`src/prefix_defines.svh`:
```
/* x86 prefix decoder constants
   window size, byte width and the eleven legacy prefix byte codes */
`ifndef PREFIX_DEFINES_SVH
`define PREFIX_DEFINES_SVH

// number of instruction bytes examined in one window
`define PREFIX_WINDOW 4
// width of one instruction byte
`define BYTE_W 8

// group 1 holds the lock and repeat prefixes
`define PFX_LOCK     8'hF0
`define PFX_REPNE    8'hF2
`define PFX_REP      8'hF3
// group 2 holds the segment overrides
`define PFX_SEG_ES   8'h26
`define PFX_SEG_CS   8'h2E
`define PFX_SEG_SS   8'h36
`define PFX_SEG_DS   8'h3E
`define PFX_SEG_FS   8'h64
`define PFX_SEG_GS   8'h65
// group 3 is the operand size override and group 4 the address size override
`define PFX_OPSIZE   8'h66
`define PFX_ADDRSIZE 8'h67

`endif

```
`src/prefix_pkg.sv`:
```
/* prefix decoder types
   segment register index, prefix run length and the per-group presence mask */
package prefix_pkg;

    // segment registers in the order the x86 sreg field encodes them
    typedef enum logic [2:0] {
        SEG_ES = 3'd0,
        SEG_CS = 3'd1,
        SEG_SS = 3'd2,
        SEG_DS = 3'd3,
        SEG_FS = 3'd4,
        SEG_GS = 3'd5
    } seg_index_e;

    // length of the leading prefix run, 0 up to the full window of 4
    // also wide enough to count how often one group occurs in a run
    typedef logic [2:0] prefix_count_t;

    // one bit per prefix group
    // bit 0 is group 1 (lock/rep), bit 1 is group 2 (segment),
    // bit 2 is group 3 (operand size) and bit 3 is group 4 (address size)
    typedef logic [3:0] group_mask_t;

endpackage

```
`src/prefix_byte_decoder.sv`:
```
/* single byte prefix classifier
   tells whether one byte is a legacy prefix, which group it is in and what it means */
`timescale 1ns/10ps
`include "prefix_defines.svh"

module prefix_byte_decoder
    import prefix_pkg::*;
(
    input  logic [`BYTE_W-1:0] i_byte,
    output logic               o_is_prefix,
    output group_mask_t        o_group,
    output logic               o_lock,
    output logic               o_repeat_not_equal,
    output logic               o_repeat_equal,
    output logic               o_segment_override,
    output logic               o_operand_size,
    output logic               o_address_size,
    output seg_index_e         o_segment_index
);

    always_comb begin
        // a byte that matches no prefix code leaves everything cleared
        o_group            = '0;
        o_lock             = 1'b0;
        o_repeat_not_equal = 1'b0;
        o_repeat_equal     = 1'b0;
        o_segment_override = 1'b0;
        o_operand_size     = 1'b0;
        o_address_size     = 1'b0;
        o_segment_index    = SEG_ES;
        case (i_byte)
            `PFX_LOCK: begin
                o_lock  = 1'b1;
                o_group = 4'b0001;
            end
            `PFX_REPNE: begin
                o_repeat_not_equal = 1'b1;
                o_group            = 4'b0001;
            end
            `PFX_REP: begin
                o_repeat_equal = 1'b1;
                o_group        = 4'b0001;
            end
            // all six segment overrides share group 2 and differ only in the index
            `PFX_SEG_ES, `PFX_SEG_CS, `PFX_SEG_SS,
            `PFX_SEG_DS, `PFX_SEG_FS, `PFX_SEG_GS: begin
                o_segment_override = 1'b1;
                o_group            = 4'b0010;
                case (i_byte)
                    `PFX_SEG_CS: o_segment_index = SEG_CS;
                    `PFX_SEG_SS: o_segment_index = SEG_SS;
                    `PFX_SEG_DS: o_segment_index = SEG_DS;
                    `PFX_SEG_FS: o_segment_index = SEG_FS;
                    `PFX_SEG_GS: o_segment_index = SEG_GS;
                    default:     o_segment_index = SEG_ES;
                endcase
            end
            `PFX_OPSIZE: begin
                o_operand_size = 1'b1;
                o_group        = 4'b0100;
            end
            `PFX_ADDRSIZE: begin
                o_address_size = 1'b1;
                o_group        = 4'b1000;
            end
            default: begin
                o_group = '0;
            end
        endcase
    end

    // every prefix sets exactly one group bit, so any set bit marks a prefix
    assign o_is_prefix = |o_group;

endmodule

```
`src/prefix_fetch_stage.sv`:
```
/* prefix decoder input stage
   captures the instruction window on a valid strobe and classifies each held byte */
`timescale 1ns/10ps
`include "prefix_defines.svh"

module prefix_fetch_stage
    import prefix_pkg::*;
(
    input  logic               i_clk,
    input  logic               i_arst_n,
    input  logic               i_valid,
    input  logic [`BYTE_W-1:0] i_instruction      [0:`PREFIX_WINDOW-1],
    output logic               o_valid,
    output logic               o_is_prefix        [0:`PREFIX_WINDOW-1],
    output group_mask_t        o_group            [0:`PREFIX_WINDOW-1],
    output logic               o_lock             [0:`PREFIX_WINDOW-1],
    output logic               o_repeat_not_equal [0:`PREFIX_WINDOW-1],
    output logic               o_repeat_equal     [0:`PREFIX_WINDOW-1],
    output logic               o_segment_override [0:`PREFIX_WINDOW-1],
    output logic               o_operand_size     [0:`PREFIX_WINDOW-1],
    output logic               o_address_size     [0:`PREFIX_WINDOW-1],
    output seg_index_e         o_segment_index    [0:`PREFIX_WINDOW-1]
);

    // held copy of the last window that arrived with a strobe
    logic [`BYTE_W-1:0] window_q [0:`PREFIX_WINDOW-1];

    always_ff @(posedge i_clk or negedge i_arst_n) begin
        if (!i_arst_n) begin
            o_valid <= 1'b0;
            for (int i = 0; i < `PREFIX_WINDOW; i++) begin
                window_q[i] <= '0;
            end
        end else begin
            // the valid bit follows the strobe every cycle so it forms a one cycle pulse
            o_valid <= i_valid;
            if (i_valid) begin
                window_q <= i_instruction;
            end
        end
    end

    // one decoder per byte position, all working in parallel on the held window
    for (genvar b = 0; b < `PREFIX_WINDOW; b++) begin : g_byte
        prefix_byte_decoder u_byte_decoder (
            .i_byte             (window_q[b]),
            .o_is_prefix        (o_is_prefix[b]),
            .o_group            (o_group[b]),
            .o_lock             (o_lock[b]),
            .o_repeat_not_equal (o_repeat_not_equal[b]),
            .o_repeat_equal     (o_repeat_equal[b]),
            .o_segment_override (o_segment_override[b]),
            .o_operand_size     (o_operand_size[b]),
            .o_address_size     (o_address_size[b]),
            .o_segment_index    (o_segment_index[b])
        );
    end

endmodule

```
`src/prefix_merge.sv`:
```
/* prefix run merge logic
   walks the leading prefix run, ORs its meanings, counts its bytes and flags repeated groups */
`timescale 1ns/10ps
`include "prefix_defines.svh"

module prefix_merge
    import prefix_pkg::*;
(
    input  logic          i_is_prefix        [0:`PREFIX_WINDOW-1],
    input  group_mask_t   i_group            [0:`PREFIX_WINDOW-1],
    input  logic          i_lock             [0:`PREFIX_WINDOW-1],
    input  logic          i_repeat_not_equal [0:`PREFIX_WINDOW-1],
    input  logic          i_repeat_equal     [0:`PREFIX_WINDOW-1],
    input  logic          i_segment_override [0:`PREFIX_WINDOW-1],
    input  logic          i_operand_size     [0:`PREFIX_WINDOW-1],
    input  logic          i_address_size     [0:`PREFIX_WINDOW-1],
    input  seg_index_e    i_segment_index    [0:`PREFIX_WINDOW-1],
    output logic          o_lock,
    output logic          o_repeat_not_equal,
    output logic          o_repeat_equal,
    output logic          o_segment_override,
    output logic          o_operand_size,
    output logic          o_address_size,
    output seg_index_e    o_segment_index,
    output prefix_count_t o_prefix_count,
    output logic          o_error
);

    // how many bytes of each group sit inside the leading run
    prefix_count_t group_count [0:3];

    always_comb begin : merge_run
        logic run_open;
        logic seg_found;
        // the run starts open and closes for good at the first non-prefix byte
        run_open           = 1'b1;
        seg_found          = 1'b0;
        o_lock             = 1'b0;
        o_repeat_not_equal = 1'b0;
        o_repeat_equal     = 1'b0;
        o_segment_override = 1'b0;
        o_operand_size     = 1'b0;
        o_address_size     = 1'b0;
        o_segment_index    = SEG_ES;
        o_prefix_count     = '0;
        for (int g = 0; g < 4; g++) begin
            group_count[g] = '0;
        end
        for (int i = 0; i < `PREFIX_WINDOW; i++) begin
            run_open = run_open & i_is_prefix[i];
            // bytes after the run belong to the opcode and take no part
            if (run_open) begin
                o_prefix_count     = o_prefix_count + 1'b1;
                o_lock             = o_lock | i_lock[i];
                o_repeat_not_equal = o_repeat_not_equal | i_repeat_not_equal[i];
                o_repeat_equal     = o_repeat_equal | i_repeat_equal[i];
                o_segment_override = o_segment_override | i_segment_override[i];
                o_operand_size     = o_operand_size | i_operand_size[i];
                o_address_size     = o_address_size | i_address_size[i];
                // the first override in the run names the segment
                if (i_segment_override[i] && !seg_found) begin
                    o_segment_index = i_segment_index[i];
                    seg_found       = 1'b1;
                end
                for (int g = 0; g < 4; g++) begin
                    group_count[g] = group_count[g] + i_group[i][g];
                end
            end
        end
        // a group used more than once within the run is an encoding error
        o_error = 1'b0;
        for (int g = 0; g < 4; g++) begin
            if (group_count[g] > 3'd1) begin
                o_error = 1'b1;
            end
        end
    end

endmodule

```
`src/prefix_result_stage.sv`:
```
/* prefix decoder output stage
   holds the merged result of each window and issues its valid pulse */
`timescale 1ns/10ps
`include "prefix_defines.svh"

module prefix_result_stage
    import prefix_pkg::*;
(
    input  logic          i_clk,
    input  logic          i_arst_n,
    input  logic          i_valid,
    input  logic          i_lock,
    input  logic          i_repeat_not_equal,
    input  logic          i_repeat_equal,
    input  logic          i_segment_override,
    input  logic          i_operand_size,
    input  logic          i_address_size,
    input  seg_index_e    i_segment_index,
    input  prefix_count_t i_prefix_count,
    input  logic          i_error,
    output logic          o_valid,
    output logic          o_lock,
    output logic          o_repeat_not_equal,
    output logic          o_repeat_equal,
    output logic          o_segment_override,
    output logic          o_operand_size,
    output logic          o_address_size,
    output seg_index_e    o_segment_index,
    output prefix_count_t o_prefix_count,
    output logic          o_error
);

    always_ff @(posedge i_clk or negedge i_arst_n) begin
        if (!i_arst_n) begin
            o_valid            <= 1'b0;
            o_lock             <= 1'b0;
            o_repeat_not_equal <= 1'b0;
            o_repeat_equal     <= 1'b0;
            o_segment_override <= 1'b0;
            o_operand_size     <= 1'b0;
            o_address_size     <= 1'b0;
            o_segment_index    <= SEG_ES;
            o_prefix_count     <= '0;
            o_error            <= 1'b0;
        end else begin
            o_valid <= i_valid;
            // the result only moves with a window, so it holds while the output is idle
            if (i_valid) begin
                o_lock             <= i_lock;
                o_repeat_not_equal <= i_repeat_not_equal;
                o_repeat_equal     <= i_repeat_equal;
                o_segment_override <= i_segment_override;
                o_operand_size     <= i_operand_size;
                o_address_size     <= i_address_size;
                o_segment_index    <= i_segment_index;
                o_prefix_count     <= i_prefix_count;
                o_error            <= i_error;
            end
        end
    end

    // the run walk in the merge logic can never count past the window
    a_count_in_window: assert property (@(posedge i_clk) disable iff (!i_arst_n)
        o_prefix_count <= `PREFIX_WINDOW);

    // an empty run holds no prefix that could set a flag or repeat a group
    a_empty_run_clear: assert property (@(posedge i_clk) disable iff (!i_arst_n)
        (o_prefix_count == '0) |-> !(o_lock || o_repeat_not_equal || o_repeat_equal ||
                                     o_segment_override || o_operand_size ||
                                     o_address_size || o_error));

    // REPNE and REP share group 1, so seeing both in one run must raise the error
    a_rep_conflict: assert property (@(posedge i_clk) disable iff (!i_arst_n)
        (o_repeat_not_equal && o_repeat_equal) |-> o_error);

endmodule

```
`src/prefix_decode_top.sv`:
```
/* x86 legacy prefix decoder
   two stage pipeline from instruction window to merged prefix flags, count and error */
`timescale 1ns/10ps
`include "prefix_defines.svh"

module prefix_decode_top
    import prefix_pkg::*;
(
    input  logic               i_clk,
    input  logic               i_arst_n,
    input  logic               i_valid,
    input  logic [`BYTE_W-1:0] i_instruction [0:`PREFIX_WINDOW-1],
    output logic               o_valid,
    output logic               o_lock,
    output logic               o_repeat_not_equal,
    output logic               o_repeat_equal,
    output logic               o_segment_override,
    output seg_index_e         o_segment_index,
    output logic               o_operand_size,
    output logic               o_address_size,
    output prefix_count_t      o_prefix_count,
    output logic               o_error
);

    // per-byte classification of the held window
    logic          fetch_valid;
    logic          byte_is_prefix        [0:`PREFIX_WINDOW-1];
    group_mask_t   byte_group            [0:`PREFIX_WINDOW-1];
    logic          byte_lock             [0:`PREFIX_WINDOW-1];
    logic          byte_repeat_not_equal [0:`PREFIX_WINDOW-1];
    logic          byte_repeat_equal     [0:`PREFIX_WINDOW-1];
    logic          byte_segment_override [0:`PREFIX_WINDOW-1];
    logic          byte_operand_size     [0:`PREFIX_WINDOW-1];
    logic          byte_address_size     [0:`PREFIX_WINDOW-1];
    seg_index_e    byte_segment_index    [0:`PREFIX_WINDOW-1];

    // merged result before the output register
    logic          merge_lock;
    logic          merge_repeat_not_equal;
    logic          merge_repeat_equal;
    logic          merge_segment_override;
    logic          merge_operand_size;
    logic          merge_address_size;
    seg_index_e    merge_segment_index;
    prefix_count_t merge_prefix_count;
    logic          merge_error;

    prefix_fetch_stage u_fetch (
        .i_clk              (i_clk),
        .i_arst_n           (i_arst_n),
        .i_valid            (i_valid),
        .i_instruction      (i_instruction),
        .o_valid            (fetch_valid),
        .o_is_prefix        (byte_is_prefix),
        .o_group            (byte_group),
        .o_lock             (byte_lock),
        .o_repeat_not_equal (byte_repeat_not_equal),
        .o_repeat_equal     (byte_repeat_equal),
        .o_segment_override (byte_segment_override),
        .o_operand_size     (byte_operand_size),
        .o_address_size     (byte_address_size),
        .o_segment_index    (byte_segment_index)
    );

    prefix_merge u_merge (
        .i_is_prefix        (byte_is_prefix),
        .i_group            (byte_group),
        .i_lock             (byte_lock),
        .i_repeat_not_equal (byte_repeat_not_equal),
        .i_repeat_equal     (byte_repeat_equal),
        .i_segment_override (byte_segment_override),
        .i_operand_size     (byte_operand_size),
        .i_address_size     (byte_address_size),
        .i_segment_index    (byte_segment_index),
        .o_lock             (merge_lock),
        .o_repeat_not_equal (merge_repeat_not_equal),
        .o_repeat_equal     (merge_repeat_equal),
        .o_segment_override (merge_segment_override),
        .o_operand_size     (merge_operand_size),
        .o_address_size     (merge_address_size),
        .o_segment_index    (merge_segment_index),
        .o_prefix_count     (merge_prefix_count),
        .o_error            (merge_error)
    );

    prefix_result_stage u_result (
        .i_clk              (i_clk),
        .i_arst_n           (i_arst_n),
        .i_valid            (fetch_valid),
        .i_lock             (merge_lock),
        .i_repeat_not_equal (merge_repeat_not_equal),
        .i_repeat_equal     (merge_repeat_equal),
        .i_segment_override (merge_segment_override),
        .i_operand_size     (merge_operand_size),
        .i_address_size     (merge_address_size),
        .i_segment_index    (merge_segment_index),
        .i_prefix_count     (merge_prefix_count),
        .i_error            (merge_error),
        .o_valid            (o_valid),
        .o_lock             (o_lock),
        .o_repeat_not_equal (o_repeat_not_equal),
        .o_repeat_equal     (o_repeat_equal),
        .o_segment_override (o_segment_override),
        .o_operand_size     (o_operand_size),
        .o_address_size     (o_address_size),
        .o_segment_index    (o_segment_index),
        .o_prefix_count     (o_prefix_count),
        .o_error            (o_error)
    );

endmodule

```
`config.mk`:
```
export PLATFORM = sky130hd
export DESIGN_NAME = prefix_decode_top
export DESIGN_NICKNAME = d
export VERILOG_FILES = /design/src/prefix_pkg.sv /design/src/prefix_byte_decoder.sv /design/src/prefix_fetch_stage.sv /design/src/prefix_merge.sv /design/src/prefix_result_stage.sv /design/src/prefix_decode_top.sv
export VERILOG_INCLUDE_DIRS = /design/src /design/src/src
export SDC_FILE = /design/constraint.sdc
export NUM_CORES = 1
export LEC_CHECK = 0
export BUFFER_PORTS_ARGS = -buffer_cell sky130_fd_sc_hd__buf_2
export CAP_MARGIN = 10
export CORE_AREA = 8 8 81 83
export CTS_CLUSTER_DIAMETER = 120
export DETAILED_ROUTE_END_ITERATION = 12
export DIE_AREA = 0 0 89 91
export PLACE_DENSITY = 0.9
export SLEW_MARGIN = 30
export SYNTH_ARGS = -nofsm -noshare
export SYNTH_HDL_FRONTEND = slang
export SYNTH_SLANG_ARGS = --single-unit
```
`constraint.sdc`:
```
create_clock -name i_clk -period 8.6 [get_ports i_clk]
set_input_delay 0.43 -clock i_clk [delete_from_list [all_inputs] [get_ports i_clk]]
set_output_delay 0.43 -clock i_clk [all_outputs]
set_load 0.01 [all_outputs]
```
==> results_dict.tcl, run 1 <==
set metrics [dict create \
    status "finished, final reports clean" \
    place.gp.congestion 0.9720 \
    synthAdderAreaFrac_pct 6.762 \
    die_area_mm2 0.008099 \
    drc 0 \
    synth_top_family_by_area "simple AND/OR/NAND/NOR gates" \
    hpwlAfterDp_um 5701 \
    maxSlewViolCount 0 \
    wire_per_inst_um 17.72 \
    finalNetCount 397 \
    rows 27 \
    clock_latency_ns 0.30 \
    via_count 2546 \
    post_cts_buffers 0 \
    finalSetupTns_ns 0 \
    drt_iter0_drc 230 \
    grt_pass1_wl_um 12830 \
    synthMuxAreaShare_pct 13.37 \
    startpoint_type "flop" \
    ys.flop_type "dfrtp_1" \
    grt_max_degree 48 \
    regArea_mm2 0.001176 \
    hold_viol_final 0 \
    seq_area_frac_synth_pct 37.39 \
    nFillCells 437 \
    grt_usage_pct 19.70 \
    core_area_mm2 0.005338 \
    ys_types 66 \
    fin_crit_sh_pct 48.07 \
    cp_max_fo 4 \
    synth_edf_count 0 \
    vias_per_cell 6.091 \
    clkTransAtPathRegs_ns 0.09 \
    antennaDiodeCount 0 \
    postSynthAreaPerCell_um2 10.38 \
    max_slew_margin_pct 40.13 \
    cts_made_buffers 5 \
    cp.required_ns 8.75 \
    ys_warn_count 0 \
    rsz0062_at_grt "no" \
    final_antenna_net_count 0 \
    port_buffers 48 \
    grt-ovfl-total 0 \
    routed_wl_um 7407 \
    die_x_um 89 \
    p_leak_nw 1.593 \
    cts_tree "built" \
    synthXorXnorAreaFrac_pct 0.2784 \
    area_delta_synth_final_pct 12.73 \
    first_global_vias 2716 \
    synth_compound_area_share_pct 14.76 \
    fin_util_pct 66.43 \
    yosysTopAreaCellShare_pct 37.39 \
    regToRegSetupSlack_ns 4.47 \
    cts.htree.levels 2 \
    synth_top_area_cell "dfrtp_1" \
    fin_worst_skew_ns 0.006845 \
    worstSetupPathType "reg -> reg" \
    clock_path_buffers 2 \
    cp-end-kind "flop" \
    setup_violations 0 \
    drv_cap 0 \
    die_h_um 91 \
    start_util_pct 58.93 \
    netlist_instances 303 \
    synth_area_mm2 0.003146 \
    p_per_area_mw_per_mm2 149.8 \
    async_reset_ff_share_pct 100.0 \
    grt_antenna_before_repair 0 \
    drtPass1Iterations 4 \
    yosys-top-cells-area "dfrtp_1 (37%), mux2_2 (11%), ha_1 (6.8%), nor4b_4 (3.0%), nor2_1 (3.0%)" \
    hold_class "in -> async" \
    syn_nets 355 \
    crit_arrival_ns 4.29 \
    yosys_register_bits 47 \
    max_freq_mhz 241.9 \
    worst_pin_slew_ns 0.8911 \
    fin_crit_ns 4.134 \
    drive_gt1_share_pct 32.66 \
    synth-simple-area-share_pct 23.59 \
    cts_sinks 47 \
    ctsHoldBuffers 0 \
    ctsResizeCount 0 \
    vdd_drop_max_mv 0.1166 \
    boundaryPins 49 \
    root_buffer "clkbuf_8" \
    multi_input_area_mm2 0.001848 \
]
-- layer usage --
metal  GRT usage, %  routed length (µm)
met1          23.25                2991
met2          33.95                3845
met3          3.784                 438
met4          7.490                 131
met5              0                   0
-- report_power, final --
group          switching [mW]  internal [mW]
Clock                  0.0750          0.116
Sequential             0.0236          0.240
Combinational          0.0390         0.0379
-- layout make-up --
| type | instances | share of cell area, % |
|---|---|---|
| flip-flops and latches | 47 | 33.17 |
| clock buffers | 6 | 2.047 |
| well taps | 72 | 2.541 |
| clock inverters | 2 | 1.694 |
| multi-input cells | 229 | 52.12 |
| inverters | 13 | 1.376 |
| repair buffers | 49 | 7.057 |
-- final timing paths --
path,start,endpoint,depth (start not counted)
setup / recovery,u_fetch.window_q[27],u_result.o_error,15
max in group asynchronous,i_arst_n,u_result.o_error,1
setup reg to reg,u_fetch.window_q[27],u_result.o_error,15
min in group i_clk,i_instruction[24],u_fetch.window_q[24],3
hold / removal,i_arst_n,u_fetch.window_q[4],1
hold reg to reg,u_result.o_lock,u_result.o_lock,1
-- cell usage in the layout (no fill, tap or decap), types with 4 or more instances in the layout --
cell / n
clkbuf_8: 5
nor2_1: 25
nor3_1: 8
ha_1: 17
mux2i_1: 6
inv_1: 13
nand2_1: 17
dfrtp_1: 47
o21ai_0: 8
nand3_1: 7
buf_2: 47
and2_1: 4
a31oi_1: 6
nor4_1: 6
nor2b_1: 7
a22oi_1: 5
nand2b_1: 4
mux2_2: 32
nand3b_1: 4
a21oi_1: 8
nor4b_4: 4
or3_1: 4
-- cell usage after synthesis (all sizes together), types with 2 or more instances --
cell type	instances
a311oi	2
buf	8
and3	2
o32a	3
o32ai	2
a31oi	6
mux2	32
nand3	7
and2	5
nand3b	5
a211oi	3
nor2b	7
nor4	7
mux2i	6
nor2	26
and4b	2
or3b	2
nand2b	4
dfrtp	47
or3	4
nor4b	5
a21oi	11
nand2	18
o211ai	2
and3b	2
ha	17
clkbuf	6
o21ai	11
inv	13
or2	2
a22oi	5
o22ai	3
o31ai	2
nor3	12
-- state kept, by name (all words and copies together) (netlist names) --
| signal | count |
|---|---|
| u_result.o_lock | 1 |
| u_result.o_segment_index | 3 |
| u_result.o_operand_size | 1 |
| u_result.o_address_size | 1 |
| u_result.o_prefix_count | 3 |
| u_fetch.window_q | 32 |
| u_result.o_segment_override | 1 |
| u_result.o_repeat_not_equal | 1 |
| u_result.o_error | 1 |
| u_result.o_valid | 1 |
| u_result.o_repeat_equal | 1 |
| u_fetch.o_valid | 1 |
-- worst max-delay path: stages (launching register included) --
cell and delay (ns):
dfrtp_1 0.41, or3b_1 0.42, or2_1 0.26, o22ai_1 0.27, ha_1 0.29, inv_1 0.07
a21oi_1 0.07, ha_1 0.20, ha_1 0.30, mux2i_1 0.08, nor3_1 0.23, ha_1 0.29
nor4_1 0.45, nand4b_4 0.16, a2111oi_4 0.36, o22ai_1 0.12
-- cells by family (layout without fill, tap and decap cells) --
logic type / after synthesis / in the layout
AO/OA/AOI/OAI: 61 / 61
XOR/XNOR: 1 / 1
buffers and inverters: 27 / 70
AND/OR/NAND/NOR: 112 / 112
adder cells (fa/ha/maj): 17 / 17
multiplexers: 38 / 38
flip-flops: 47 / 47
-- per-stage QoR --
stage | setup slack, ns | hold slack, ns | cells | instance area (µm²) | power [mW]
detailed placement | 4.506 | 0.4702 | 410 | 3413 | 0.3441
global placement | 4.575 | 0.4833 | 410 | 3411 | 0.3390
CTS | 4.480 | 0.1509 | 418 | 3546 | 0.5328
global route | 4.152 | 0.1709 | 418 | 3546 | 0.5513
finish | 4.466 | 0.1156 | 418 | 3546 | 0.5312
floorplan | 4.897 | 0.1344 | 303 | 3146 | 0.3158
(Power assumes the default switching activity.)
==> run 2, diff against run 1 <==
CORE_AREA = 8 8 84 86   (was 8 8 81 83)
DIE_AREA = 0 0 92 94   (was 0 0 89 91)
PLACE_DENSITY = 0.84   (was 0.9)
clock period = 4.3 ns   (was 8.6 ns; I/O delays follow)
==> results_dict.tcl, run 2 (synthesized netlist as in run 1, its figures left out) <==
set metrics [dict create \
    intPower_uw 672.5 \
    wire_per_inst_um 16.80 \
    cp-end-kind "flop" \
    crit_arrival_ns 4.23 \
    drt_iter0_drc 269 \
    setup_violations 0 \
    placed_area_mm2 0.003432 \
    routed_wl_um 7123 \
    grt_max_degree 48 \
    start_util_pct 54.75 \
    fin_crit_ns 4.062 \
    rows 28 \
    largest_reg_flops 32 \
    fin_crit_sh_pct 94.47 \
    cts_sinks 47 \
    hold_viol_final 0 \
    grt_usage_pct 16.54 \
    clkTransAtPathRegs_ns 0.10 \
    port_buffers 48 \
    drv_cap 0 \
    cts.htree.levels 2 \
    die_x_um 92 \
    place.gp.congestion 0.9146 \
    p_per_area_mw_per_mm2 270.1 \
    via_count 2533 \
    max_freq_mhz 246.2 \
    reg_top3 "u_fetch.window_q: 32 flops, u_result.o_prefix_count: 3 flops, u_result.o_segment_index: 3 flops" \
    die_h_um 94 \
    first_global_vias 2494 \
    maxSlewViolCount 0 \
    hpwlAfterDp_um 5571 \
    hold_class "in -> reg" \
    root_buffer "clkbuf_8" \
    vdd_drop_max_mv 0.2671 \
    worstSetupPathType "reg -> reg" \
    drc 0 \
    worst_pin_slew_ns 0.8575 \
    core_area_mm2 0.005746 \
    clock_path_buffers 2 \
    clock_latency_ns 0.31 \
    status "finished, final reports clean" \
    cts_made_buffers 5 \
    p_sw_share_pct 29.68 \
    drive_gt1_share_pct 33.52 \
    cp_max_fo 4 \
    finalSetupTns_ns 0 \
    cts_tree "built" \
    post_cts_buffers 0 \
    layout_common_cells "buf_2 (47), dfrtp_1 (47), mux2_2 (32)" \
    drtPass1Iterations 5 \
    seq_power_share_pct 55.0 \
    grt_pass1_wl_um 11640 \
    grt_antenna_before_repair 0 \
    finalNetCount 400 \
    max_slew_margin_pct 42.83 \
    cp.required_ns 4.47 \
    area_delta_synth_final_pct 12.57 \
    power_frac_comb_pct 16.0 \
    fin_worst_skew_ns 0.009613 \
    die_area_mm2 0.008648 \
    antennaDiodeCount 0 \
    p_clk_share_pct 29.0 \
    p_sw_uw 283.8 \
    p_leak_nw 1.584 \
    final_antenna_net_count 0 \
    rsz0062_at_grt "no" \
    fin_area_mm2 0.003541 \
    startpoint_type "flop" \
    vias_per_cell 5.974 \
    largest-register "u_fetch.window_q" \
    boundaryPins 49 \
    grt-ovfl-total 0 \
]
## run 2: power groups by stage
| stage | Sequential, mW | Clock [mW] | Combinational (mW) |
|---|---|---|---|
| CTS | 0.525 | 0.285 | 0.155 |
| floorplan | 0.520 | 0 | 0.111 |
| detailed placement | 0.534 | 0 | 0.153 |
| finish | 0.526 | 0.278 | 0.153 |
| global placement | 0.532 | 0 | 0.148 |
| global route | 0.533 | 0.300 | 0.169 |
## run 2: path summary, 6_finish.rpt
check	depth (start not counted)	slack, ns	start	to
worst max register to register	15	0.24	u_fetch.window_q[27]	u_result.o_error
min in group asynchronous	2	0.45	i_arst_n	u_fetch.window_q[5]
worst min-delay path	3	0.12	i_instruction[1]	u_fetch.window_q[1]
worst max-delay path	15	0.24	u_fetch.window_q[27]	u_result.o_error
max in group asynchronous	2	3.46	i_arst_n	u_fetch.window_q[25]
worst min register to register	1	0.51	u_result.o_lock	u_result.o_lock
## run 2: critical path, cell delays in order (launching register included)
cell and delay, ns:
dfrtp_1 0.41, or3b_1 0.42, or2_1 0.26, o22ai_1 0.26, ha_1 0.29, inv_1 0.08, a21oi_1 0.07, ha_1 0.19
ha_1 0.29, mux2i_1 0.17, nor3_1 0.07, ha_1 0.24, a222oi_1 0.54, nand4b_4 0.16, a2111oi_4 0.36, o22ai_1 0.12
## run 2: cell type report
class	count	area, µm²
clock buffer	5	68.82
clock inverter	3	23.77
fill	502	2205
inverter	13	48.80
multi-input combinational	229	1854
sequential	47	1176
tap	75	93.84
timing repair buffer	52	275.3
## run 2: per-layer routing
metal / part of all wire [%] / routed length (µm) / vias up / GRT usage, %
li1: - / - / 1220 / -
met1: 43 / 3048 / 1204 / 20.09
met2: 50 / 3558 / 94 / 28.01
met3: 5.3 / 381 / 15 / 3.677
met4: 1.9 / 134 / 0 / 6.174
met5: 0 / 0 / - / 0
## run 2: per-stage QoR
step | setup slack (ns) | std cells | hold WS, ns | utilization, % | power, mW
global placement | 0.4088 | 415 | 0.4266 | 59.69 | 0.6797
CTS | 0.2273 | 424 | 0.1150 | 61.52 | 0.9645
floorplan | 0.5975 | 303 | -0.08059 | - | 0.6315
detailed placement | 0.2352 | 415 | 0.2634 | 59.73 | 0.6874
finish | 0.2378 | 424 | 0.1211 | 61.63 | 0.9563
global route | 0.09626 | 424 | 0.1161 | 61.63 | 1.001
## run 2: what timing repair did
action | in CTS | in global routing
hold buffers | 1 | 0
hold endpoints to repair | 47 | 0
resized for setup | 0 | 1
endpoints found under the setup margin | 0 | 1
==> run 3, diff against run 2 <==
BUFFER_PORTS_ARGS = unset   (was -buffer_cell sky130_fd_sc_hd__buf_2)
CORE_AREA = 8 8 80 82   (was 8 8 84 86)
CTS_CLUSTER_SIZE = 12   (was unset)
DIE_AREA = 0 0 88 90   (was 0 0 92 94)
DONT_BUFFER_PORTS = 1   (was unset)
PLACE_DENSITY = 0.77   (was 0.84)
==> results_dict.tcl, run 3 (synthesized netlist as in run 1, its figures left out) <==
set metrics [dict create \
    status "finished, final reports clean" \
    grt_usage_pct 18.32 \
    die_h_um 90 \
    post_cts_buffers 0 \
    setup_violations 0 \
    grt_antenna_before_repair 0 \
    cp.required_ns 4.45 \
    finalNetCount 357 \
    final_antenna_net_count 0 \
    fin_worst_skew_ns 0.003027 \
    max_slew_margin_pct 43.40 \
    hold_viol_final 0 \
    fin_crit_sh_pct 92.89 \
    reg_top3 "u_fetch.window_q: 32 flops, u_result.o_prefix_count: 3 flops, u_result.o_segment_index: 3 flops" \
    clkTransAtPathRegs_ns 0.08 \
    via_count 2359 \
    p_per_area_mw_per_mm2 291.8 \
    cp_slowest_stage_delay_ns 0.51 \
    path_cells "or3b_1 > or2_1 > o22ai_1 > ha_1 > inv_1 > a21oi_1 > ha_1 > ha_1 > mux2i_1 > nor3_1 > ha_1 > a222oi_1 > nand4b_4 > a2111oi_4 > o22ai_1" \
    drt_iter0_drc 146 \
    slowest_stage "a222oi_1" \
    p_clk_share_pct 33.5 \
    cts_made_buffers 5 \
    worst_pin_slew_ns 0.8490 \
    die_x_um 88 \
    die_area_mm2 0.007920 \
    clock_path_buffers 2 \
    rows 27 \
    p_sw_share_pct 25.70 \
    p_leak_nw 1.433 \
    area_delta_synth_final_pct 7.518 \
    p_sw_uw 253.7 \
    cp_top_family "compound AO/OA/AOI/OAI gates" \
    routed_wl_um 6919 \
    startpoint_type "flop" \
    grt_max_degree 48 \
    rsz0062_at_grt "no" \
    seq_power_share_pct 53.8 \
    max_freq_mhz 250.4 \
    worstSetupPathType "reg -> reg" \
    vias_per_cell 6.241 \
    wire_per_inst_um 18.30 \
    cp-end-kind "flop" \
    antennaDiodeCount 0 \
    fin_crit_ns 3.994 \
    cts_sinks 47 \
    largest_reg_flops 32 \
    clock_latency_ns 0.30 \
    finalSetupTns_ns 0 \
    layout_commonest_cell "dfrtp_1" \
    first_global_vias 2384 \
    fin_util_pct 64.59 \
    cts.htree.levels 2 \
    intPower_uw 733.2 \
    hpwlAfterDp_um 5354 \
    crit_buf_inv 1 \
    start_util_pct 60.07 \
    grt_pass1_wl_um 11660 \
    cp_max_fo 4 \
    boundaryPins 49 \
    core_area_mm2 0.005236 \
    root_buffer "clkbuf_8" \
    vdd_drop_max_mv 0.2363 \
    placedCellCount 366 \
    drtPass1Iterations 4 \
    drc 0 \
    place.gp.congestion 0.9987 \
    crit_arrival_ns 4.14 \
    maxSlewViolCount 0 \
    cp_common_cell "ha_1" \
    drv_cap 0 \
    drive_gt1_share_pct 23.53 \
    cts_tree "built" \
    power_frac_comb_pct 12.8 \
    largest-register "u_fetch.window_q" \
    layout_common_cells "dfrtp_1 (47), mux2_2 (32), nor2_1 (25)" \
    hold_class "in -> reg" \
    port_buffers 0 \
    grt-ovfl-total 0 \
    stdcell_count 378 \
]
==> run 3: cell count changes in the layout (fill, tap and decap cells not counted), sizes merged <==
cell / change
bufinv: +1
dlygate4sd3: +2
inv: -1
clkinv: +1
clkinvlp: -2
clkbuf: +1
buf: -45
==> run 3: path summary, 6_finish.rpt <==
| check | start | end | slack, ns | cells past startpoint |
|---|---|---|---|---|
| setup / recovery | u_fetch.window_q[27] | u_result.o_error | 0.31 | 15 |
| hold / removal | i_valid | u_fetch.window_q[1] | 0.02 | 1 |
| setup reg to reg | u_fetch.window_q[27] | u_result.o_error | 0.31 | 15 |
| hold reg to reg | u_fetch.window_q[23] | u_fetch.window_q[23] | 0.53 | 1 |
| max in group asynchronous | i_arst_n | u_result.o_repeat_not_equal | 3.68 | 2 |
| min in group asynchronous | i_arst_n | u_fetch.window_q[0] | 0.41 | 2 |
==> run 3: layout make-up <==
| class | count | area (µm²) |
|---|---|---|
| Fill cell | 414 | 1854 |
| Clock inverter | 2 | 35.03 |
| Clock buffer | 6 | 82.58 |
| Multi-Input combinational cell | 229 | 1854 |
| Timing Repair Buffer | 9 | 95.09 |
| Inverter | 13 | 48.80 |
| Tap cell | 72 | 90.09 |
| Sequential cell | 47 | 1176 |
==> run 3: per-layer routing <==
layer  wire [µm]  part of all wire, %  up-vias  global-route usage (%)
li1            -                    -     1132                       -
met1        2949                   43     1147                   23.07
met2        3321                   48       63                   28.37
met4         227                  3.3        0                   8.034
met3         419                  6.1       17                   4.914
met5           0                    0        -                       0
==> run 3: repair_timing <==
| item | 4_1_cts | 5_1_grt |
|---|---|---|
| hold endpoints to repair | 48 | 1 |
| gates resized for setup | 0 | 1 |
| hold buffers | 3 | 1 |
| endpoints found under the setup margin | 0 | 1 |
==> run 3: per-stage QoR <==
| step | power (mW) | setup slack, ns | hold WS [ns] | instance area [µm²] |
|---|---|---|---|---|
| finish | 0.9869 | 0.3057 | 0.01583 | 3382 |
| global route | 1.033 | 0.005853 | 0.001421 | 3382 |
| CTS | 0.9977 | 0.2439 | 0.003590 | 3366 |
| detailed placement | 0.6530 | 0.2682 | -0.07943 | 3201 |
| global placement | 0.6476 | 0.3749 | -0.07947 | 3201 |
| floorplan | 0.6315 | 0.5975 | -0.08059 | 3146 |
==> run 3: power groups by stage <==
stage / Clock (mW) / Combinational (mW) / Sequential, mW
detailed placement: 0 / 0.113 / 0.540
floorplan: 0 / 0.111 / 0.520
global placement: 0 / 0.110 / 0.538
global route: 0.354 / 0.140 / 0.539
finish: 0.330 / 0.126 / 0.531
CTS: 0.340 / 0.126 / 0.531
